## config.mk

```make
export PLATFORM = sky130hd
export DESIGN_NAME = ramio_core
export DESIGN_NICKNAME = d
export VERILOG_FILES = /design/src/common/ramio_pkg.sv /design/src/verilog/ramio_core.sv
export VERILOG_INCLUDE_DIRS = /design/src /design/src/common
export SDC_FILE = /design/constraint.sdc
export NUM_CORES = 1
export LEC_CHECK = 0
export BUFFER_PORTS_ARGS = -buffer_cell sky130_fd_sc_hd__buf_2
export CORE_UTILIZATION = 44
export DETAILED_ROUTE_END_ITERATION = 12
export PLACE_DENSITY = 0.87
export SYNTH_ARGS = -nofsm -noshare
export SYNTH_HDL_FRONTEND = slang
export SYNTH_SLANG_ARGS = --single-unit
```

## constraint.sdc

```tcl
create_clock -name clk -period 5.17 [get_ports clk]
set_input_delay 0.517 -clock clk [delete_from_list [all_inputs] [get_ports clk]]
set_output_delay 0.517 -clock clk [all_outputs]
set_load 0.02 [all_outputs]
```

## src/common/ramio_defs.svh

```systemverilog
// ramio shared constants
// I/O register map, on-chip memory depth and UART bit timing

`ifndef RAMIO_DEFS_SVH
`define RAMIO_DEFS_SVH

// memory mapped I/O registers, top of the address space
// 4 LEDs in the low nibble, active low
`define RAMIO_ADDR_LED 32'hffff_fffc
// write starts transmission, reads all ones when idle
`define RAMIO_ADDR_UART_OUT 32'hffff_fff8
// last received byte, cleared to all ones by a read
`define RAMIO_ADDR_UART_IN 32'hffff_fff4

// on-chip word memory
`define RAMIO_RAM_WORDS 256
`define RAMIO_RAM_AW $clog2(`RAMIO_RAM_WORDS)

// clocks per UART bit, short so simulation stays quick
// for hardware this becomes clock frequency / baud rate
`define RAMIO_CLKS_PER_BIT 8

// value an idle UART register reads back as
`define RAMIO_IDLE_WORD 32'hffff_ffff

`endif

```

## src/common/ramio_pkg.sv

```systemverilog
// ramio access types
// client read and write encodings and the memory request bundle

`include "ramio_defs.svh"

package ramio_pkg;

  // bit 2 flags sign extension, bits 1:0 give the width
  typedef enum logic [2:0] {
    RD_NONE = 3'b000,
    RD_BU   = 3'b001,
    RD_HU   = 3'b010,
    RD_WORD = 3'b011,
    RD_B    = 3'b101,
    RD_H    = 3'b110
  } read_type_e;

  typedef enum logic [1:0] {
    WR_NONE = 2'b00,
    WR_B    = 2'b01,
    WR_H    = 2'b10,
    WR_W    = 2'b11
  } write_type_e;

  // one access toward word_ram
  // byte_en all zero means a read
  typedef struct packed {
    logic [`RAMIO_RAM_AW-1:0] word_addr;
    logic [31:0]              wdata;
    logic [3:0]               byte_en;
    logic                     en;
  } ram_req_t;

endpackage

```

## src/verilog/ramio_core.sv

```systemverilog
// ramio core
// decodes the I/O addresses, steers writes into byte lanes, extracts and
// extends read lanes, and holds the LED and UART registers

`include "ramio_defs.svh"

module ramio_core (
  input  logic                   clk,
  input  logic                   rst_n,
  input  logic                   enable,
  input  ramio_pkg::read_type_e  read_type,
  input  ramio_pkg::write_type_e write_type,
  input  logic [31:0]            address,
  input  logic [31:0]            data_in,
  input  logic [31:0]            ram_rdata,
  input  logic                   ram_ready,
  input  logic                   tx_busy,
  input  logic [7:0]             rx_byte,
  input  logic                   rx_data_ready,
  output ramio_pkg::ram_req_t    ram_req,
  output logic [31:0]            data_out,
  output logic                   data_out_ready,
  output logic                   busy,
  output logic [3:0]             led,
  output logic [7:0]             tx_byte,
  output logic                   tx_go,
  output logic                   rx_go
);

  logic        sel_led;
  logic        sel_uart_out;
  logic        sel_uart_in;
  logic        is_io;
  logic        is_rd;
  logic        is_wr;
  logic [31:0] uart_out_reg;
  logic [31:0] uart_in_reg;
  logic [7:0]  rd_byte;
  logic [15:0] rd_half;
  logic [31:0] ram_word;
  logic        sext;

  // address decode
  assign sel_led      = (address == `RAMIO_ADDR_LED);
  assign sel_uart_out = (address == `RAMIO_ADDR_UART_OUT);
  assign sel_uart_in  = (address == `RAMIO_ADDR_UART_IN);
  assign is_io        = sel_led || sel_uart_out || sel_uart_in;
  assign is_rd        = (read_type != ramio_pkg::RD_NONE);
  assign is_wr        = (write_type != ramio_pkg::WR_NONE);

  // I/O answers at once, RAM reads wait for the memory
  assign busy           = enable && !is_io && is_rd && !ram_ready;
  assign data_out_ready = enable && (is_io || ram_ready);

  // write lane steering, misaligned half words and words get no enables
  always_comb begin
    ram_req.en        = enable && !is_io;
    ram_req.word_addr = address[`RAMIO_RAM_AW+1:2];
    ram_req.byte_en   = 4'b0000;
    ram_req.wdata     = '0;
    if (enable && !is_io) begin
      case (write_type)
        ramio_pkg::WR_B: begin
          ram_req.byte_en = 4'b0001 << address[1:0];
          ram_req.wdata   = {4{data_in[7:0]}};
        end
        ramio_pkg::WR_H: begin
          if (!address[0]) begin
            ram_req.byte_en = address[1] ? 4'b1100 : 4'b0011;
          end
          ram_req.wdata = {2{data_in[15:0]}};
        end
        ramio_pkg::WR_W: begin
          if (address[1:0] == 2'b00) begin
            ram_req.byte_en = 4'b1111;
          end
          ram_req.wdata = data_in;
        end
        default: ;
      endcase
    end
  end

  // read lane extraction
  assign rd_byte = ram_rdata[8*address[1:0] +: 8];
  assign rd_half = address[1] ? ram_rdata[31:16] : ram_rdata[15:0];
  assign sext    = read_type[2];

  always_comb begin
    case (read_type[1:0])
      2'b01: ram_word = {{24{sext & rd_byte[7]}}, rd_byte};
      2'b10: ram_word = address[0] ? '0 : {{16{sext & rd_half[15]}}, rd_half};
      2'b11: ram_word = (address[1:0] != 2'b00) ? '0 : ram_rdata;
      default: ram_word = '0;
    endcase
  end

  // I/O reads bypass the memory entirely
  always_comb begin
    if (sel_uart_out) begin
      data_out = uart_out_reg;
    end else if (sel_uart_in) begin
      data_out = uart_in_reg;
    end else if (sel_led) begin
      data_out = {28'h0, led};
    end else begin
      data_out = ram_word;
    end
  end

  assign tx_byte = uart_out_reg[7:0];

  always_ff @(posedge clk) begin
    if (!rst_n) begin
      led          <= 4'b1111;
      uart_out_reg <= `RAMIO_IDLE_WORD;
      tx_go        <= 1'b0;
      uart_in_reg  <= `RAMIO_IDLE_WORD;
      rx_go        <= 1'b1;
    end else begin
      // go is a single cycle pulse
      tx_go <= 1'b0;

      // UART out, a new write overwrites whatever is pending
      // tx_go high means busy is not visible yet, so it doubles as the guard
      if (enable && sel_uart_out && is_wr) begin
        uart_out_reg <= {24'h0, data_in[7:0]};
        tx_go        <= 1'b1;
      end else if (!tx_go && !tx_busy) begin
        uart_out_reg <= `RAMIO_IDLE_WORD;
      end

      // UART in, a read wins over a byte landing on the same edge
      if (enable && sel_uart_in && is_rd) begin
        uart_in_reg <= `RAMIO_IDLE_WORD;
      end else if (rx_go && rx_data_ready) begin
        uart_in_reg <= {24'h0, rx_byte};
        // drop go for one cycle so the receiver releases data_ready
        rx_go       <= 1'b0;
      end
      if (!rx_go) begin
        rx_go <= 1'b1;
      end

      // LEDs
      if (enable && sel_led && is_wr) begin
        led <= data_in[3:0];
      end
    end
  end

endmodule

```

==> flow_summary.yaml <==
clock_network:
  clock_path_buffers: 2
  cts_resized: 0
  clk_latency_ns: 0.27
  post_cts_buffers: 0
  htreeDepth: 1
  cts_tree: "built"
  holdBufCountCts: 0
  ctsRootBufferMaster: "clkbuf_8"
  clock_sinks: 24
  clk_pin_slew_ns: 0.09
  cts_buffers: 3
drt:
  dr_total_vias: 3762
  drc_errors: 0
  via_per_inst: 5.75
  drtIter0Drc: 144
  drtPass1Iterations: 5
  wl_um: 10500
  wl_per_cell_um: 16.1
  antenna_left: 0
global_route:
  grt_max_degree: 34
  grt_pass1_vias: 3370
  grt-ovfl-total: 0
  track_usage_pct: 31.0
  grt_first_pass_wirelength_um: 15900
  antenna_found_initial: 0
timing:
  setup_tns_ns: 0
  slew_viol_final: 0
  fin_skew_ns: 0.00192
  min_period_over_period_pct: 68.3
  slew_headroom_pct: 41.7
  setup_viol: 0
  rsz0062_at_grt: "false"
  hold_violations: 0
  fin_crit_ns: 3.53
  tightest_slew_ns: 0.871
  max_freq_mhz: 283
floorplanning:
  die_h_um: 81.0
  die_w_um: 81.0
  core_um2: 5960
  ios: 208
  die-area_um2: 6560
  initial_core_util_pct: 46.1
  placementRows: 28
worst_setup_path:
  cp.arrival_ns: 3.02
  rr_startpoint: "tx_go$_SDFF_PN0_"
  worst_setup_path_start_kind: "primary input"
  critPathCaptureType: "primary output"
  critPathMaxFanout: 26
  path_class: "in2out"
  cp.required_ns: 4.65
  startpoint: "address[1]"
final_layout:
  finish.net_count: 695
  num_antenna_cells: 0
  drive_above_1_share_pct: 41.5
  syn2layout_area_growth_pct: 34.6
  stdcell_count: 654
  stdcell_area_um2: 3700
  fillers: 591
  multiInputGateArea_um2: 1990
  regArea_um2: 480
run:
  maxCapViolCount: 0
power:
  ir_drop_v: 0.000192
  power_w: 0.000628
  p_leak_nw: 1.88
  power_density_nw_per_um2: 170
yosys:
  ys_seq_area_share_pct: 17.5
  syn-cell-area_um2: 2750
  syn-num-nets: 528
  ys_warn_count: 0
  postSynthCellCount: 413
  syn-mean-instance-area_um2: 6.65
  synth_ff_type: "dfxtp_1"
  synthDistinctLibCells: 49
  synth_edf_count: 0
  yosys_register_bits: 24
  ys_async_sr_fraction_pct: 0
hold_path:
  holdCritStartpoint: "rx_byte[7]"
  hp-class: "in2reg"
placement:
  gp_congestion: 0.879
  dp_hpwl_um: 8350
  place_area_um2: 3630
  numPortBuffers: 207
  place_inst: 650
status:
  outcome: "finished, final reports clean"
[kinds of logic after synthesis]
kind of cell,Yosys count,synth area share (%)
AND/OR/NAND/NOR,179,34.0
flip-flops,24,17.5
buffers and inverters,51,10.2
XOR/XNOR,4,1.28
multiplexers,20,8.33
AO/OA/AOI/OAI,135,28.6
[metrics by stage]
step	utilization, %	setup WS, ns	hold slack [ns]
after detailed placement	60.9	1.69	0.436
final	62.1	1.64	0.451
after global placement	60.9	1.84	0.431
after global routing	62.1	1.41	0.449
after floorplan	-	2.21	0.423
after CTS	62.1	1.70	0.448
[layout by cell type (no fill, tap or decap), drive strengths merged, types with 3 or more instances in the layout]
cell type,netlist,layout
mux2i,6,6
nor2b,6,6
o21ai,26,26
and3,9,9
a21oi,71,71
nor2,24,24
o22ai,7,7
nand2b,8,8
mux2,13,13
nand4,8,8
nand3,13,13
and2,17,17
inv,3,3
a221oi,6,6
dfxtp,24,24
buf,29,209
a22oi,5,5
a211oi,3,3
nor3,12,12
nand3b,3,3
clkbuf,18,3
a32oi,4,4
nand2,73,73
[synth_stat cells, drive strengths merged, types with 4 or more instances]
library cell | number | area (um2)
a21oi | 71 | 355
a221oi | 6 | 52.6
a22oi | 5 | 37.5
a32oi | 4 | 35.0
and2 | 17 | 106
and3 | 9 | 56.3
buf | 29 | 199
clkbuf | 18 | 67.6
dfxtp | 24 | 480
mux2 | 13 | 146
mux2i | 6 | 60.1
nand2 | 73 | 277
nand2b | 8 | 50.1
nand3 | 13 | 105
nand4 | 8 | 50.1
nor2 | 24 | 90.1
nor2b | 6 | 37.5
nor3 | 12 | 65.1
o21ai | 26 | 130
o22ai | 7 | 43.8
[metal layers]
layer | vias up | GRT usage [%] | wire (um)
met1 | 1711 | 35.3 | 4040
met3 | 31 | 5.17 | 953
met5 | - | 0 | 0
met2 | 212 | 56.0 | 5150
met4 | 0 | 14.3 | 362
li1 | 1808 | - | -
[cell type report]
cell class | instances | area share [%]
Multi-Input combinational cell | 338 | 53.7
Timing Repair Buffer | 209 | 28.4
Sequential cell | 24 | 13.0
Tap cell | 75 | 2.54
Clock buffer | 3 | 1.12
Clock inverter | 1 | 0.812
Inverter | 4 | 0.406
[critical path, cell delays in order]
cell and delay, ns:
buf_2 0.24, or2_4 0.32, nor4_4 0.47, nand3b_1 0.47
nand2_1 0.63, nor3_1 0.16, buf_2 0.20
[power breakdown]
part	internal, W	total (W)	switching, W
registers	0.000191	0.000194	0.00000328
logic	0.000104	0.000266	0.000162
clock network	0.000104	0.000168	0.0000648
total	0.000398	0.000628	0.000230
[worst paths after layout]
| kind | slack [ns] | depth (start not counted) | endpoint |
|---|---|---|---|
| worst max-delay path | 1.64 | 7 | ram_req[2] |
| worst min register to register | 0.45 | 2 | uart_in_reg[30]$_SDFFE_PP1P_ |
| worst max register to register | 4.02 | 3 | uart_out_reg[2]$_SDFFE_PN1P_ |
| worst min-delay path | 0.45 | 3 | uart_in_reg[7]$_SDFFE_PP1P_ |
Note: power is estimated with default switching activity, not from simulation.
