<file path="config.mk">
export PLATFORM = sky130hd
export DESIGN_NAME = uart_tx
export DESIGN_NICKNAME = d
export VERILOG_FILES = /design/src/common/uart_pkg.sv /design/src/uart/uart_tx.sv
export VERILOG_INCLUDE_DIRS = /design/src /design/src/common
export SDC_FILE = /design/constraint.sdc
export NUM_CORES = 1
export LEC_CHECK = 0
export BUFFER_PORTS_ARGS = -buffer_cell sky130_fd_sc_hd__buf_2
export CORE_MARGIN = 1.5
export CORE_UTILIZATION = 54
export CTS_CLUSTER_DIAMETER = 120
export DETAILED_ROUTE_END_ITERATION = 8
export GPL_TIMING_DRIVEN = 0
export HOLD_SLACK_MARGIN = 0.15
export PLACE_DENSITY_LB_ADDON = 0.15
export SLEW_MARGIN = 10
export SYNTH_ARGS = -nofsm -noshare
export SYNTH_HDL_FRONTEND = slang
export SYNTH_SLANG_ARGS = --single-unit
</file>
<file path="constraint.sdc">
create_clock -name clk -period 2 [get_ports clk]
set_clock_uncertainty 0.1 [all_clocks]
set_input_delay 0.2 -clock clk [delete_from_list [all_inputs] [get_ports clk]]
set_output_delay 0.2 -clock clk [all_outputs]
set_load 0.02 [all_outputs]
</file>
<file path="src/common/ramio_defs.svh">
// ramio shared constants
// I/O register map, on-chip memory depth and UART bit timing

`ifndef RAMIO_DEFS_SVH
`define RAMIO_DEFS_SVH

// memory mapped I/O registers, top of the address space
// 4 LEDs in the low nibble, active low
`define RAMIO_ADDR_LED 32'hffff_fffc
// write starts transmission, reads all ones when idle
`define RAMIO_ADDR_UART_OUT 32'hffff_fff8
// last received byte, cleared to all ones by a read
`define RAMIO_ADDR_UART_IN 32'hffff_fff4

// on-chip word memory
`define RAMIO_RAM_WORDS 256
`define RAMIO_RAM_AW $clog2(`RAMIO_RAM_WORDS)

// clocks per UART bit, short so simulation stays quick
// for hardware this becomes clock frequency / baud rate
`define RAMIO_CLKS_PER_BIT 8

// value an idle UART register reads back as
`define RAMIO_IDLE_WORD 32'hffff_ffff

`endif

</file>
<file path="src/common/uart_pkg.sv">
// UART state encodings
// shared by the 8N1 transmitter and receiver

package uart_pkg;

  typedef enum logic [1:0] {
    TX_IDLE,
    TX_START,
    TX_DATA,
    TX_STOP
  } tx_state_e;

  // RX_HOLD keeps data_ready up until the consumer drops go
  typedef enum logic [2:0] {
    RX_IDLE,
    RX_START,
    RX_DATA,
    RX_STOP,
    RX_HOLD
  } rx_state_e;

endpackage

</file>
<file path="src/uart/uart_tx.sv">
// UART transmitter, 8N1
// latches data on go, sends start bit, 8 data bits lsb first, stop bit

`include "ramio_defs.svh"

module uart_tx (
  input  logic       clk,
  input  logic       rst_n,
  input  logic [7:0] data,
  input  logic       go,
  output logic       tx,
  output logic       busy
);

  localparam int unsigned CNT_W = $clog2(`RAMIO_CLKS_PER_BIT);

  uart_pkg::tx_state_e state;
  logic [CNT_W-1:0]    cnt;
  logic [2:0]          bit_idx;
  logic [7:0]          shreg;
  logic                bit_done;

  // last clock of the current bit period
  assign bit_done = (cnt == CNT_W'(`RAMIO_CLKS_PER_BIT - 1));

  always_ff @(posedge clk) begin
    if (!rst_n) begin
      state   <= uart_pkg::TX_IDLE;
      tx      <= 1'b1;
      busy    <= 1'b0;
      cnt     <= '0;
      bit_idx <= '0;
    end else begin
      cnt <= bit_done ? '0 : cnt + 1'b1;
      case (state)
        uart_pkg::TX_IDLE: begin
          cnt <= '0;
          // go is ignored while a frame is on the line
          if (go) begin
            shreg <= data;
            tx    <= 1'b0;
            busy  <= 1'b1;
            state <= uart_pkg::TX_START;
          end
        end
        uart_pkg::TX_START: begin
          if (bit_done) begin
            tx      <= shreg[0];
            shreg   <= shreg >> 1;
            bit_idx <= '0;
            state   <= uart_pkg::TX_DATA;
          end
        end
        uart_pkg::TX_DATA: begin
          if (bit_done) begin
            bit_idx <= bit_idx + 1'b1;
            if (bit_idx == 3'd7) begin
              // stop bit
              tx    <= 1'b1;
              state <= uart_pkg::TX_STOP;
            end else begin
              tx    <= shreg[0];
              shreg <= shreg >> 1;
            end
          end
        end
        default: begin
          // stop bit ends, line stays high
          if (bit_done) begin
            busy  <= 1'b0;
            state <= uart_pkg::TX_IDLE;
          end
        end
      endcase
    end
  end

endmodule

</file>
==> results_dict.tcl, run 1 <==
set metrics [dict create \
    clkLatencyLatePin_ps 300 \
    end_kind "flop" \
    timing.rr.end "shreg[3]" \
    vias 632 \
    max_slew_margin_pct 72.56 \
    slowest_delay_ps 400 \
    setup_ws_ps 105.7 \
    antenna_found_initial 0 \
    cp_slowest_cell "dfxtp_1" \
    synth_top_cell_by_area "edfxtp_1" \
    period_share_pct 94.72 \
    drt-pass1-iter-count 3 \
    max_freq_ghz 0.5279 \
    r2r_start "state[0]" \
    cp.required_ps 1870 \
    core_um2 1524 \
    ant_nets 0 \
    synth.area.top_cells "edfxtp_1 (27%), dfxtp_1 (23%), ha_1 (13%), mux2_2 (8.9%), nand2_1 (3.0%)" \
    drc 0 \
    die_area_um2 1892 \
    yosys_warnings 0 \
    dp_hpwl_um 1080 \
    ir_drop_uv 886.7 \
    critPathTopFamily "simple AND/OR/NAND/NOR gates" \
    tightest_slew_ps 411.1 \
    cp_num_buf_inv 1 \
    reg2reg_slack_ps 110 \
    rr_worst_depth 5 \
    ios 13 \
    clock_path_buffers 2 \
    grt_max_degree 11 \
    cts_buffers 3 \
    cp-startpoint "state[0]" \
    cts_tree "built" \
    hold_violations 0 \
    pre_cts_slack_ps -73.01 \
    cp.arrival_ps 1760 \
    syn2layout_area_growth_pct 22.46 \
    overflow 0 \
    path_clk_slew_ps 100 \
    diodes 0 \
    power_w 0.001232 \
    n_fill_cell 118 \
    wl_per_cell_um 13.11 \
    clock-root-buffer "clkbuf_4" \
    finalMaxSlewViolations 0 \
    wl_um 1547 \
    rows 14 \
    drive_gt1_share_pct 25.49 \
    final.min_clock_period_ps 1894 \
    grt.total_usage_pct 18.64 \
    vias_per_cell 5.356 \
    synth_area_um2 885.9 \
    grt_pass1_vias 605 \
    rsz0062_at_grt "false" \
    gp_congestion 0.7998 \
    nets 123 \
    worstSetupPathType "reg -> reg" \
    cts-htree-levels 1 \
    numClockSinks 18 \
    min-delay-start "go" \
    postCtsSetupRepairBufs 0 \
    dieWidth_um 43.50 \
    synth.top_cell.area_share_pct 27.12 \
    p_leak_nw 0.4678 \
    ys_types 23 \
    yosys_register_bits 18 \
    hold_path_end "busy" \
    cp_max_fo 8 \
    worstHoldPathCells 4 \
    initial_core_util_pct 58.13 \
    start_kind "flop" \
    port_buffers 12 \
    synthCells 77 \
    drt_iter0_drc 11 \
    cp_cell_sequence "inv_1, ha_1, o21bai_2, nand3_1, nor2_2" \
    hold_slack_ps 268.8 \
    ys_seq_area_share_pct 49.72 \
    synth_nets 97 \
    max_cap_violations 0 \
    status "finished clean" \
    synth_area_per_cell_um2 11.50 \
    power.density_nw_per_um2 1136 \
    grt_pass1_wl_um 2511 \
    setup_violations 0 \
    hp-class "in -> reg" \
    die_y_um 43.50 \
]
worst reg2reg max path, delay by kind of cell, from the launching register on:
family	cells	cell delay, ps
and+or+nand+nor	2	490
DFF	1	400
adders and majority gates	1	280
AOI/OAI and AO/OA	1	190
buffers and inverters	1	100
layout make-up:
type	count	area, um2	area share (%)
sequential	18	440.4	40.60
tap	16	20.02	1.845
inverter	5	18.77	1.730
clock buffer	3	22.52	2.076
clock inverter	1	3.754	0.3460
multi-input combinational	52	420.4	38.75
buffer	2	8.758	0.8074
timing repair buffer	21	150.1	13.84
sequential cells by signal, indices dropped and copies added, names as in the netlist:
signal,cells
cnt,3
busy,1
state,2
tx,1
shreg,8
bit_idx,3
kinds of logic after synthesis:
logic type	after synthesis	share of synthesized area, %
and+or+nand+nor	20	11.30
DFF	18	49.72
AOI/OAI and AO/OA	14	12.01
muxes	9	11.16
adders and majority gates	9	12.71
buffers and inverters	7	3.107
power by group:
part	total, W	switching, W	internal (W)
clock network	0.000188	0.000116	0.0000728
registers	0.000548	0.0000422	0.000505
logic	0.000496	0.000264	0.000233
cell usage in the layout (no fill, tap or decap):
cell and n:
dfxtp_1 10, clkbuf_1 1, and3_1 2, a21o_1 1, buf_2 13, nor2_2 1, nor2_1 2, nand3b_1 1
mux2i_1 2, dlygate4sd3_1 9, nor2b_1 4, o2111ai_1 1, a21boi_0 2, a32oi_1 2, inv_1 5, ha_1 9
mux2_2 7, o21ai_0 3, nand2b_1 2, edfxtp_1 8, clkinv_1 1, nand3_1 1, a31o_2 1, o21bai_2 1
nand2_1 7, clkbuf_4 3, o211ai_1 3
per-layer routing:
layer | up-vias | share of wire, % | global-route usage (%)
met5 | - | 0 | 0
met4 | 0 | 2.3 | 10.91
met3 | 5 | 2.3 | 3.750
met2 | 10 | 49 | 31.64
met1 | 291 | 46 | 21.72
li1 | 326 | - | -
synth_stat cells:
cell type	n
o21bai_2	1
ha_1	9
a32oi_1	2
nand3b_1	1
o211ai_1	3
o2111ai_1	1
dfxtp_1	10
a21o_1	1
o21ai_0	3
mux2_2	7
inv_1	5
mux2i_1	2
nand2b_1	2
nand2_1	7
buf_2	1
a31o_2	1
edfxtp_1	8
nor2b_1	4
clkbuf_1	1
and3_1	2
nor2_1	3
nand3_1	1
a21boi_0	2
how the worst max path moves through the flow:
stage / to / cells past startpoint
floorplan: shreg[0] / 5
global placement: shreg[7] / 5
detailed placement: shreg[4] / 5
CTS: shreg[7] / 5
global route: shreg[4] / 5
finish: shreg[3] / 5
stage by stage:
stage | TNS, ps | cell area [um2] | instances | util [%]
after floorplan | 0 | 885.9 | 77 | -
final | 0 | 1085 | 118 | 71.18
after detailed placement | -582.4 | 965.9 | 105 | 63.38
after global routing | 0 | 1085 | 118 | 71.18
after CTS | 0 | 1085 | 118 | 71.18
after global placement | -172.8 | 965.9 | 105 | 63.38
repair_timing:
| item | CTS | global route |
|---|---|---|
| setup endpoints to repair | 8 | 0 |
| hold buffers | 9 | 0 |
| resized for setup | 1 | 0 |
| hold endpoints to repair | 10 | 0 |
No activity file was read; power rests on OpenSTA's default activity.
==> inputs of run 2 (changes only) <==
--- a/config.mk
+++ b/config.mk
@@ -11,7 +11,7 @@
 export CORE_UTILIZATION = 54
 export CTS_CLUSTER_DIAMETER = 120
 export DETAILED_ROUTE_END_ITERATION = 8
-export GPL_TIMING_DRIVEN = 0
+export GPL_TIMING_DRIVEN = 1
 export HOLD_SLACK_MARGIN = 0.15
 export PLACE_DENSITY_LB_ADDON = 0.15
 export SLEW_MARGIN = 10
==> results_dict.tcl, run 2 (synthesis gave the netlist of run 1 again) <==
set metrics [dict create \
    status "finished clean" \
    gp_congestion 0.8136 \
    nets 123 \
    end_kind "flop" \
    overflow 0 \
    ant_nets 0 \
    final_common_cell "buf_2" \
    max_cap_violations 0 \
    final.min_clock_period_ps 1784 \
    placed_cell_area_um2 972.2 \
    hold_violations 0 \
    n_fill_cell 105 \
    syn2layout_area_growth_pct 22.46 \
    core_um2 1524 \
    top_regs "shreg x8, bit_idx x3, cnt x3" \
    clock_path_buffers 2 \
    regArea_um2 440.4 \
    vias 622 \
    cts_buffers 3 \
    hp-class "in -> reg" \
    start_kind "flop" \
    antenna_found_initial 0 \
    dp_hpwl_um 1030 \
    drt_iter0_drc 3 \
    rsz0062_at_grt "false" \
    post_cts_resized 0 \
    wl_per_cell_um 12.82 \
    clkLatencyLatePin_ps 290 \
    grt_pass1_vias 609 \
    initial_core_util_pct 58.13 \
    grt_max_degree 14 \
    max_freq_ghz 0.5607 \
    period_share_pct 89.18 \
    multi_input_area_um2 417.9 \
    cp.required_ps 1930 \
    die_area_um2 1892 \
    cts_tree "built" \
    cts-htree-levels 1 \
    drive_gt1_share_pct 25.74 \
    numClockSinks 18 \
    grt.total_usage_pct 18.12 \
    layout_common_cells "buf_2 (12), dfxtp_1 (10), ha_1 (9), dlygate4sd3_1 (9), edfxtp_1 (8)" \
    port_buffers 12 \
    dieWidth_um 43.50 \
    clock-root-buffer "clkbuf_4" \
    finalMaxSlewViolations 0 \
    drc 0 \
    cp_max_fo 12 \
    wl_um 1500 \
    final_area_um2 1085 \
    drt-pass1-iter-count 2 \
    rows 14 \
    regMostFlops "shreg" \
    tightest_slew_ps 408.8 \
    vias_per_cell 5.316 \
    ios 13 \
    diodes 0 \
    p_leak_nw 0.4709 \
    reg2reg_slack_ps 220 \
    setup_violations 0 \
    worstSetupPathType "reg -> reg" \
    cp.arrival_ps 1720 \
    largest_reg_flops 8 \
    grt_pass1_wl_um 2539 \
    power.density_nw_per_um2 1117 \
    die_y_um 43.50 \
    path_clk_slew_ps 100 \
    ir_drop_uv 1009 \
    max_slew_margin_pct 72.75 \
    tns_ps 0 \
]
-- run 2: critical path: stages (launching register included) --
cell and delay (ps):
dfxtp_1 390, inv_1 100, ha_1 550, mux2_2 390
-- run 2: final timing paths --
kind,from,endpoint,depth (start not counted)
setup / recovery,state[0],shreg[3],3
hold / removal,go,busy,4
setup reg to reg,state[0],shreg[3],3
hold reg to reg,cnt[0],cnt[0],1
-- run 2: timing repair --
action                                 4_1_cts  5_1_grt
hold buffers                                 9        0
buffers inserted                             0        0
endpoints found under the hold margin       10        0
-- run 2: per-stage QoR --
stage	cells	hold WS (ps)	worst slack, ps	utilization (%)	power (W)
after floorplan	77	250.2	195.7	-	0.0009236
after global placement	105	308.8	271.1	63.79	0.001020
after detailed placement	105	321.6	204.4	63.79	0.001040
after CTS	117	264.5	191.7	71.18	0.001224
after global routing	117	339.9	121.5	71.18	0.001300
final	117	268.1	216.4	71.18	0.001212
-- run 2: report_power, final --
part	switching, W	total (W)	internal [W]
Clock	0.000104	0.000173	0.0000698
Combinational	0.000257	0.000492	0.000234
Sequential	0.0000416	0.000547	0.000505
Total	0.000403	0.00121	0.000809
-- run 2: per-layer routing --
layer	GRT usage, %	wire length [um]
met1	21.72	719
met2	31.34	741
met3	5.000	29
met4	6.061	9
met5	0	0
-- run 2: cell type report --
cell class              instances  share of cell area (%)
clock buffers                   3                   2.076
inverters                       5                   1.730
multi-input cells              52                   38.52
flip-flops and latches         18                   40.60
well taps                      16                   1.845
repair buffers                 23                   15.22
