### src/common/ramio_defs.svh
// ramio shared constants
// I/O register map, on-chip memory depth and UART bit timing

`ifndef RAMIO_DEFS_SVH
`define RAMIO_DEFS_SVH

// memory mapped I/O registers, top of the address space
// 4 LEDs in the low nibble, active low
`define RAMIO_ADDR_LED 32'hffff_fffc
// write starts transmission, reads all ones when idle
`define RAMIO_ADDR_UART_OUT 32'hffff_fff8
// last received byte, cleared to all ones by a read
`define RAMIO_ADDR_UART_IN 32'hffff_fff4

// on-chip word memory
`define RAMIO_RAM_WORDS 256
`define RAMIO_RAM_AW $clog2(`RAMIO_RAM_WORDS)

// clocks per UART bit, short so simulation stays quick
// for hardware this becomes clock frequency / baud rate
`define RAMIO_CLKS_PER_BIT 8

// value an idle UART register reads back as
`define RAMIO_IDLE_WORD 32'hffff_ffff

`endif

### src/common/uart_pkg.sv
// UART state encodings
// shared by the 8N1 transmitter and receiver

package uart_pkg;

  typedef enum logic [1:0] {
    TX_IDLE,
    TX_START,
    TX_DATA,
    TX_STOP
  } tx_state_e;

  // RX_HOLD keeps data_ready up until the consumer drops go
  typedef enum logic [2:0] {
    RX_IDLE,
    RX_START,
    RX_DATA,
    RX_STOP,
    RX_HOLD
  } rx_state_e;

endpackage

### src/uart/uart_rx.sv
// UART receiver, 8N1
// start edge detect, mid-bit sampling, data held until go drops

`include "ramio_defs.svh"

module uart_rx (
  input  logic       clk,
  input  logic       rst_n,
  input  logic       rx,
  input  logic       go,
  output logic [7:0] data,
  output logic       data_ready
);

  localparam int unsigned CNT_W = $clog2(`RAMIO_CLKS_PER_BIT);

  uart_pkg::rx_state_e state;
  logic [CNT_W-1:0]    cnt;
  logic [2:0]          bit_idx;
  logic                rx_meta;
  logic                rx_sync;
  logic                rx_prev;
  logic                half_done;
  logic                bit_done;

  assign half_done = (cnt == CNT_W'(`RAMIO_CLKS_PER_BIT / 2 - 1));
  assign bit_done  = (cnt == CNT_W'(`RAMIO_CLKS_PER_BIT - 1));

  // two flop synchroniser, line idles high
  always_ff @(posedge clk) begin
    if (!rst_n) begin
      rx_meta <= 1'b1;
      rx_sync <= 1'b1;
      rx_prev <= 1'b1;
    end else begin
      rx_meta <= rx;
      rx_sync <= rx_meta;
      rx_prev <= rx_sync;
    end
  end

  always_ff @(posedge clk) begin
    if (!rst_n) begin
      state      <= uart_pkg::RX_IDLE;
      cnt        <= '0;
      bit_idx    <= '0;
      data_ready <= 1'b0;
    end else begin
      cnt <= bit_done ? '0 : cnt + 1'b1;
      case (state)
        uart_pkg::RX_IDLE: begin
          cnt <= '0;
          // falling edge starts a frame, only when the consumer is ready
          if (go && rx_prev && !rx_sync) begin
            state <= uart_pkg::RX_START;
          end
        end
        uart_pkg::RX_START: begin
          // middle of start bit, still low or it was a glitch
          if (half_done) begin
            cnt     <= '0;
            bit_idx <= '0;
            state   <= rx_sync ? uart_pkg::RX_IDLE : uart_pkg::RX_DATA;
          end
        end
        uart_pkg::RX_DATA: begin
          // one full period lands in the middle of the next bit
          if (bit_done) begin
            data    <= {rx_sync, data[7:1]};
            bit_idx <= bit_idx + 1'b1;
            if (bit_idx == 3'd7) begin
              state <= uart_pkg::RX_STOP;
            end
          end
        end
        uart_pkg::RX_STOP: begin
          // middle of stop bit, byte complete
          if (bit_done) begin
            data_ready <= 1'b1;
            state      <= uart_pkg::RX_HOLD;
          end
        end
        default: begin
          cnt <= '0;
          if (!go) begin
            data_ready <= 1'b0;
            state      <= uart_pkg::RX_IDLE;
          end
        end
      endcase
    end
  end

endmodule

### config.mk
export PLATFORM = sky130hd
export DESIGN_NAME = uart_rx
export DESIGN_NICKNAME = d
export VERILOG_FILES = /design/src/common/uart_pkg.sv /design/src/uart/uart_rx.sv
export VERILOG_INCLUDE_DIRS = /design/src /design/src/common
export SDC_FILE = /design/constraint.sdc
export NUM_CORES = 1
export LEC_CHECK = 0
export BUFFER_PORTS_ARGS = -buffer_cell sky130_fd_sc_hd__buf_2
export CORE_UTILIZATION = 45
export CTS_CLUSTER_DIAMETER = 60
export CTS_CLUSTER_SIZE = 20
export DETAILED_ROUTE_END_ITERATION = 10
export HOLD_SLACK_MARGIN = 0.03
export PLACE_DENSITY = 0.73
export SYNTH_ARGS = -nofsm -noshare
export SYNTH_HDL_FRONTEND = slang
export SYNTH_SLANG_ARGS = --single-unit
### constraint.sdc
create_clock -name clk -period 3.6 [get_ports clk]
set_input_delay 0.72 -clock clk [delete_from_list [all_inputs] [get_ports clk]]
set_output_delay 0.72 -clock clk [all_outputs]
set_load 0.1 [all_outputs]
==> run_results.csv, run 1 <==
group,metric,value,unit
power,leakagePower,0.4019,nW
hold_path,min_path_type,"reg2reg",
layout,antenna-diode-count,0,
routing,wire_per_inst,11.64,um
setup_path,cpPeakStageDelay,430,ps
setup_path,crit_chain,"buf_2",
global_route,track_usage,0.1546,
setup_path,cp-end-kind,"output port",
clock_network,clk_latency,310,ps
clock_network,clkTransAtPathRegs,110,ps
layout,layout_common_cells,"13 x dfxtp_1, 12 x nand2_1, 12 x buf_2",
place,place_area,994.7,um2
global_route,grt_remaining_overflow,0,
floorplan,core,1942,um2
clock_network,h-tree-depth,1,
layout,finish.instance_area,1022,um2
global_route,antenna_found_initial,0,
layout,areaGrowthSynthToFinish,10.70,%
flow_run,drv_cap,0,
global_route,grt_max_degree,15,
routing,drc_errors,0,
logic_synthesis,ys_seq_elements,21,
routing,ant_nets,0,
floorplan,io_pins,13,
place,io_buffers,12,
floorplan,die_w,47.30,um
floorplan,dieArea,2237,um2
layout,final_layout_size_suffix_gt1_frac,0.2043,
setup_path,r2r_setup_slack,1980,ps
setup_path,startpoint,"data[3]",
global_route,grt_pass1_wl,2318,um
logic_synthesis,ys.flop_type,"dfxtp_1",
global_route,grt_pass1_vias,513,
place,hpwl,1003,um
setup_path,worst-endpoint-arrival,1110,ps
setup_path,critPathRequiredTime,2880,ps
floorplan,num_rows,16,
logic_synthesis,ys_seq_area_frac,0.5420,
clock_network,cts.sinks,21,
clock_network,cts_tree,"yes",
clock_network,ctsHoldBuffers,0,
routing,drtPass1Iterations,4,
clock_network,cts-root-buf,"clkbuf_4",
sta,period_share,0.5087,
routing,vias_per_cell,4.992,
floorplan,fp.dieH,47.30,um
routing,dr_total_vias,599,
sta,slew_violations,0,
routing,drt_iter0_drc,16,
routing,drt_wl_total,1397,um
clock_network,post_cts.repair.setup_buffers,0,
setup_path,crit_path_end,"data[3]",
setup_path,path_buf_inv,1,
logic_synthesis,async_flop_share,0,
logic_synthesis,synth_warnings,0,
logic_synthesis,synth.avg_cell_area,11.54,um2
logic_synthesis,synthCells,80,
clock_network,clockBufferDepth,2,
sta,tightest_slew,486.0,ps
floorplan,start_util,0.4755,
sta,setup_ws,1769,ps
setup_path,r2r-start,"state[1]",
layout,finalNetCount,105,
setup_path,path_delay_family,"buffers and inverters",
logic_synthesis,synth_nets,91,
setup_path,startpoint_type,"register",
logic_synthesis,synth_edf_count,8,
clock_network,cts_buffers,3,
sta,layout_min_cycle_time,1831,ps
logic_synthesis,synthDistinctLibCells,32,
setup_path,critPathKind,"reg2out",
setup_path,rr_worst_depth,2,
clock_network,cts_resized,0,
sta,maxSlewHeadroom,0.6782,
place,gp_congestion,0.7759,
sta,setup_tns,0,ps
logic_synthesis,synth_area,923.4,um2
sta,rsz0062_at_grt,"no",
sta,hold_viol_final,0,
sta,fmax,546.1,MHz
layout,layout_commonest_cell,"dfxtp_1",
power,ir_drop,241.4,uV
place,preCtsSetupSlack,1683,ps
sta,skew,0.9351,ps
power,p_per_area,413.0,nW/um2
setup_path,worst-path-stages,1,
sta,setup_viol,0,
setup_path,timing.rr.end,"data[0]",
setup_path,crit_fanout,2,
setup_path,cp_slowest_cell,"buf_2",
status,status,"complete, no violations",
## sequential cells by signal (all words and copies together), names as in the netlist
register and count:
state 3, bit_idx 3, cnt 3, data_ready 1, rx_prev 1, data 8, rx_sync 1, rx_meta 1
## Yosys cell counts, types with 2 or more instances
cell type  count  area [um2]
dfxtp_1       13       260.3
nand2_1       12       45.04
edfxtp_1       8       240.2
ha_1           7       87.58
nand2b_1       4       25.02
inv_1          3       11.26
nor2_1         3       11.26
a21oi_1        2       10.01
and2_1         2       12.51
mux2i_1        2       20.02
nand3b_1       2       15.01
o22ai_1        2       12.51
## layer usage
metal | vias to the layer above | GRT usage | wire, um
met4 | 0 | 0.1029 | 33
met1 | 278 | 0.1948 | 671
met5 | - | 0 | 0
met3 | 4 | 0.05769 | 59
li1 | 306 | - | -
met2 | 11 | 0.2192 | 633
## final cells by class
class	instances	area [um2]
clock inverters	1	5.005
inverters	3	11.26
fillers	190	919.6
flip-flops and latches	21	500.5
well taps	27	33.78
clock buffers	3	22.52
repair buffers	12	60.06
multi-input cells	53	389.1
## cells by family (layout without fill, tap and decap cells)
kind of cell    after synthesis  count (layout)  share of synthesized area
flops                        21              21                     0.5420
simple gates                 29              29                     0.1680
buf+inv                       6              19                    0.03658
mux                           3               3                    0.03388
compound gates               14              14                     0.1247
fa+ha+maj                     7               7                    0.09485
## worst min-delay path by stage
| stage | from | endpoint | slack (ps) | cells after the start |
|---|---|---|---|---|
| finish | rx_meta | rx_sync | 440 | 1 |
| CTS | cnt[0] | cnt[0] | 450 | 1 |
| global route | rx_meta | rx_sync | 470 | 1 |
| detailed placement | rx_meta | rx_sync | 420 | 1 |
| floorplan | rx_meta | rx_sync | 390 | 1 |
| global placement | rx_meta | rx_sync | 390 | 1 |
## report_power, final
group          internal [W]  switching, W  leakage (nW)
sequential         0.000254     0.0000193         0.177
clock             0.0000416     0.0000708        0.0177
combinational     0.0000219     0.0000148         0.207
## through the flow
stage / std cells / total power [W] / util / hold slack [ps]
after floorplan: 80 / 0.0003124 / - / 386.3
after global placement: 116 / 0.0003148 / 0.5122 / 394.3
after detailed placement: 116 / 0.0003154 / 0.5122 / 417.0
after CTS: 120 / 0.0004304 / 0.5264 / 445.8
after global routing: 120 / 0.0004451 / 0.5264 / 471.5
final: 120 / 0.0004222 / 0.5264 / 440.0
Note: power is estimated with default switching activity, not from simulation.
==> run 2: changes to the inputs <==
--- a/config.mk
+++ b/config.mk
@@ -12,7 +12,7 @@
 export CTS_CLUSTER_SIZE = 20
 export DETAILED_ROUTE_END_ITERATION = 10
 export HOLD_SLACK_MARGIN = 0.03
-export PLACE_DENSITY = 0.73
+export PLACE_DENSITY = 0.76
 export SYNTH_ARGS = -nofsm -noshare
 export SYNTH_HDL_FRONTEND = slang
 export SYNTH_SLANG_ARGS = --single-unit
==> constraint.sdc (replaced) <==
create_clock -name clk -period 1.5 [get_ports clk]
set_input_delay 0.3 -clock clk [delete_from_list [all_inputs] [get_ports clk]]
set_output_delay 0.3 -clock clk [all_outputs]
set_load 0.1 [all_outputs]
==> run_results.csv, run 2 (synthesis gave the netlist of run 1 again) <==
group,metric,value,unit
floorplan,fp.dieH,47.30,um
clock_network,clkTransAtPathRegs,110,ps
routing,drtPass1Iterations,3,
layout,largest-register,"data",
sta,hold_ws,175.2,ps
power,ir_drop,851.3,uV
setup_path,rr_worst_depth,5,
sta,slew_violations,0,
layout,largest_reg_flops,8,
global_route,antenna_found_initial,0,
floorplan,die_w,47.30,um
place,gp_congestion,0.8095,
global_route,grt_max_degree,14,
routing,wire_per_inst,11.78,um
clock_network,cts_tree,"yes",
floorplan,start_util,0.4755,
sta,skew,2.116,ps
global_route,use_met1,0.1995,
layout,layout_common_cells,"12 x nand2_1, 12 x dfxtp_1, 12 x buf_2",
power,p_per_area,924.6,nW/um2
hold_path,hold_start,"rx",
setup_path,critPathKind,"reg2reg",
layout,areaGrowthSynthToFinish,20.87,%
clock_network,cts_buffers,3,
place,place_area,1052,um2
clock_network,clk_latency,300,ps
hold_path,min_path_type,"in2reg",
routing,ant_nets,0,
power,power.total,0.001032,W
routing,drc_errors,0,
flow_run,drv_cap,0,
sta,rsz0062_at_grt,"no",
global_route,grt_remaining_overflow,0,
setup_path,crit_fanout,2,
routing,dr_total_vias,638,
clock_network,cts-root-buf,"clkbuf_4",
place,io_buffers,12,
sta,period_share,0.9548,
global_route,grt_pass1_wl,2242,um
floorplan,core,1942,um2
setup_path,timing.rr.end,"state[0]",
place,hpwl,1098,um
floorplan,io_pins,13,
clock_network,h-tree-depth,1,
hold_path,hold_end,"rx_meta",
global_route,met3_usage,0.05769,
sta,hold_viol_final,0,
power,leakagePower,0.4309,nW
sta,fmax,698.2,MHz
global_route,grt_pass1_vias,495,
sta,setup_viol,0,
layout,utilization,0.5747,
floorplan,dieArea,2237,um2
routing,drt_wl_total,1496,um
global_route,grt_busiest_layer,"met2",
global_route,grt_use_met2,0.2219,
setup_path,r2r-start,"bit_idx[0]",
clock_network,clockBufferDepth,2,
setup_path,worst-endpoint-arrival,1640,ps
sta,layout_min_cycle_time,1432,ps
routing,drt_iter0_drc,9,
clock_network,cts.sinks,21,
setup_path,cp-end-kind,"register",
floorplan,num_rows,16,
hold_path,worst_hold_path.num_cells,2,
layout,antenna-diode-count,0,
sta,tightest_slew,483.2,ps
setup_path,r2r_setup_slack,70,ps
setup_path,critPathRequiredTime,1710,ps
routing,vias_per_cell,5.024,
sta,maxSlewHeadroom,0.6801,
status,status,"complete, no violations",
setup_path,startpoint_type,"register",
global_route,track_usage,0.1477,
layout,nFillCells,175,
layout,final_layout_size_suffix_gt1_frac,0.3100,
layout,finalNetCount,112,
layout,finish.instance_area,1116,um2
==> run 2: cell count changes in the layout (fill, tap and decap cells not counted) <==
cell | previous run | this run
ha_1 | 7 | 3
ha_4 | 0 | 1
dfxtp_1 | 13 | 12
ha_2 | 0 | 3
dfxtp_2 | 0 | 1
a21oi_2 | 1 | 0
a21oi_4 | 0 | 1
buf_12 | 0 | 1
buf_4 | 0 | 6
==> run 2: routing by layer <==
layer / share of wire / wire, um
met1: 0.50 / 752
met3: 0.037 / 55
met2: 0.46 / 681
met4: 0.0053 / 8
met5: 0 / 0
==> run 2: what timing repair did <==
item,in CTS,in global routing
gates resized for setup,1,6
endpoints found under the setup margin,1,4
hold buffers,0,0
setup buffers,0,1
==> run 2: power by group <==
part | leakage [nW] | internal (W) | switching [W] | total (W)
clock network | 0.0177 | 0.0000994 | 0.000168 | 0.000268
logic | 0.235 | 0.0000690 | 0.0000768 | 0.000146
registers | 0.178 | 0.000609 | 0.00000949 | 0.000619
total | 0.431 | 0.000777 | 0.000255 | 0.00103
==> run 2: layout make-up <==
| type | count | area (um2) | share of cell area |
|---|---|---|---|
| Inverter | 3 | 11.26 | 0.01009 |
| Clock buffer | 3 | 22.52 | 0.02018 |
| Timing Repair Buffer | 19 | 125.1 | 0.1121 |
| Tap cell | 27 | 33.78 | 0.03027 |
| Multi-Input combinational cell | 53 | 416.7 | 0.3733 |
| Clock inverter | 1 | 5.005 | 0.004484 |
| Sequential cell | 21 | 501.7 | 0.4496 |
==> run 2: how the worst max path moves through the flow <==
stage / startpoint / end / slack (ps) / cells past startpoint
after floorplan: cnt[0] / state[0] / 40 / 5
after global placement: cnt[0] / state[0] / 30 / 5
after detailed placement: cnt[0] / state[0] / -30 / 5
after CTS: cnt[0] / state[0] / 9 / 5
after global routing: cnt[0] / bit_idx[1] / 4 / 5
final: bit_idx[0] / state[0] / 70 / 5
==> run 2: metrics by stage <==
step / setup slack (ps) / cells / TNS, ps
after CTS: 9.226 / 126 / 0
after global routing: 4.464 / 127 / 0
after floorplan: 43.24 / 80 / 0
final: 67.83 / 127 / 0
after global placement: 27.03 / 122 / 0
after detailed placement: -32.80 / 122 / -32.80
==> run 2: worst max-delay path, stage by stage (launching register included) <==
cell      delay [ps]
dfxtp_2          340
ha_1             190
ha_2             180
a311oi_4         290
o31ai_1          110
a32o_1           220
==> run 3: changes to the inputs <==
--- a/config.mk
+++ b/config.mk
@@ -6,13 +6,15 @@
 export SDC_FILE = /design/constraint.sdc
 export NUM_CORES = 1
 export LEC_CHECK = 0
-export BUFFER_PORTS_ARGS = -buffer_cell sky130_fd_sc_hd__buf_2
-export CORE_UTILIZATION = 45
+export BUFFER_PORTS_ARGS = -buffer_cell sky130_fd_sc_hd__clkbuf_2
+export CELL_PAD_IN_SITES_DETAIL_PLACEMENT = 0
+export CELL_PAD_IN_SITES_GLOBAL_PLACEMENT = 2
+export CORE_UTILIZATION = 32
 export CTS_CLUSTER_DIAMETER = 60
 export CTS_CLUSTER_SIZE = 20
 export DETAILED_ROUTE_END_ITERATION = 10
 export HOLD_SLACK_MARGIN = 0.03
-export PLACE_DENSITY = 0.76
+export PLACE_DENSITY = 0.79
 export SYNTH_ARGS = -nofsm -noshare
 export SYNTH_HDL_FRONTEND = slang
 export SYNTH_SLANG_ARGS = --single-unit
==> run_results.csv, run 3 (synthesis gave the netlist of run 1 again) <==
group,metric,value,unit
clock_network,cts-root-buf,"clkbuf_4",
setup_path,critPathRequiredTime,1710,ps
status,status,"complete, no violations",
layout,areaGrowthSynthToFinish,18.43,%
global_route,grt_pass1_vias,615,
floorplan,num_rows,19,
setup_path,critPathKind,"reg2reg",
floorplan,fp.dieH,55.72,um
routing,drtPass1Iterations,4,
floorplan,start_util,0.3378,
global_route,grt_remaining_overflow,0,
sta,fmax,699.4,MHz
sta,setup_ws,70.22,ps
sta,slew_violations,0,
routing,vias_per_cell,4.899,
floorplan,dieArea,3104,um2
power,leakagePower,0.4219,nW
global_route,track_usage,0.1146,
routing,drt_iter0_drc,7,
sta,hold_viol_final,0,
place,gp_congestion,0.7763,
place,preCtsSetupSlack,-31.57,ps
place,hpwl,1152,um
routing,dr_total_vias,632,
setup_path,startpoint_type,"register",
sta,tightest_slew,540.6,ps
setup_path,cp-end-kind,"register",
layout,finalNetCount,110,
clock_network,cts_buffers,3,
sta,period_share,0.9532,
routing,wire_per_inst,12.29,um
layout,largest-register,"data",
global_route,antenna_found_initial,0,
setup_path,crit_fanout,3,
routing,drt_wl_total,1586,um
clock_network,h-tree-depth,1,
sta,layout_min_cycle_time,1430,ps
clock_network,ctsHoldBuffers,0,
floorplan,io_pins,13,
global_route,grt_pass1_wl,2711,um
sta,setup_tns,0,ps
clock_network,cts.sinks,21,
clock_network,post_cts.repair.setup_buffers,0,
sta,skew,4.969,ps
sta,rsz0062_at_grt,"yes",
floorplan,core,2734,um2
clock_network,cts_tree,"yes",
flow_run,drv_cap,0,
clock_network,clk_latency,300,ps
layout,antenna-diode-count,0,
power,p_per_area,954.0,nW/um2
layout,largest_reg_flops,8,
floorplan,die_w,55.72,um
routing,ant_nets,0,
hold_path,min_path_type,"in2reg",
layout,nFillCells,271,
global_route,grt_max_degree,14,
layout,utilization,0.4000,
layout,layout_common_cells,"12 x nand2_1, 12 x dfxtp_1, 10 x clkbuf_2",
place,io_buffers,12,
routing,drc_errors,0,
clock_network,clkTransAtPathRegs,120,ps
sta,setup_viol,0,
layout,final_layout_size_suffix_gt1_frac,0.2959,
clock_network,clockBufferDepth,2,
sta,maxSlewHeadroom,0.6411,
setup_path,worst-endpoint-arrival,1640,ps
power,ir_drop,715.2,uV
[run 3: cell types whose count changed in the layout (fill, tap and decap cells not counted), sizes merged]
cell	change
clkbuf	+10
buf	-12
[run 3: layer usage]
| metal | track usage | vias up | share of wire |
|---|---|---|---|
| met5 | 0 | - | 0 |
| met4 | 0.04286 | 0 | 0.0057 |
| met3 | 0.04186 | 2 | 0.039 |
| met2 | 0.1773 | 14 | 0.47 |
| met1 | 0.1460 | 298 | 0.49 |
| li1 | - | 318 | - |
[run 3: report_power, final]
group / internal (W) / leakage (nW) / switching [W] / total [W]
registers: 0.000609 / 0.178 / 0.0000120 / 0.000621
clock network: 0.0000994 / 0.0177 / 0.000173 / 0.000272
logic: 0.0000690 / 0.226 / 0.0000807 / 0.000150
total: 0.000778 / 0.422 / 0.000266 / 0.00104
[run 3: per-stage QoR]
step | total power [W] | cell area [um2] | hold WS, ps | instances
4_1_cts | 0.001059 | 1085 | 164.0 | 129
2_1_floorplan | 0.0007497 | 923.4 | 386.3 | 80
3_3_place_gp | 0.0007799 | 1055 | 387.9 | 125
3_5_place_dp | 0.0007823 | 1055 | 395.5 | 125
5_1_grt | 0.001100 | 1094 | 187.2 | 129
6_report | 0.001043 | 1094 | 175.8 | 129
[run 3: worst max-delay path, cell delays in order, from the launching register on]
cell and delay, ps:
dfxtp_2 350, ha_1 200, ha_2 180, a311oi_4 290, o31ai_1 110, a32o_1 210
[run 3: what timing repair did]
action,4_1_cts,5_1_grt
pin swaps,0,0
setup endpoints to repair,1,5
gates resized for setup,1,4
[run 3: final timing paths]
path / start / endpoint / depth (start not counted) / slack [ps]
worst min register to register: rx_meta / rx_sync / 1 / 420
worst max register to register: bit_idx[0] / state[0] / 5 / 70
worst min-delay path: rx / rx_meta / 2 / 180
worst max-delay path: bit_idx[0] / state[0] / 5 / 70
[run 3: layout make-up]
cell class                 count  area, um2  share of cell area
inverter                       3      11.26             0.01030
clock inverter                 1      5.005            0.004577
multi-input combinational     53      399.1              0.3650
timing repair buffer          17      115.1              0.1053
sequential                    21      501.7              0.4588
tap                           31      38.79             0.03547
clock buffer                   3      22.52             0.02059
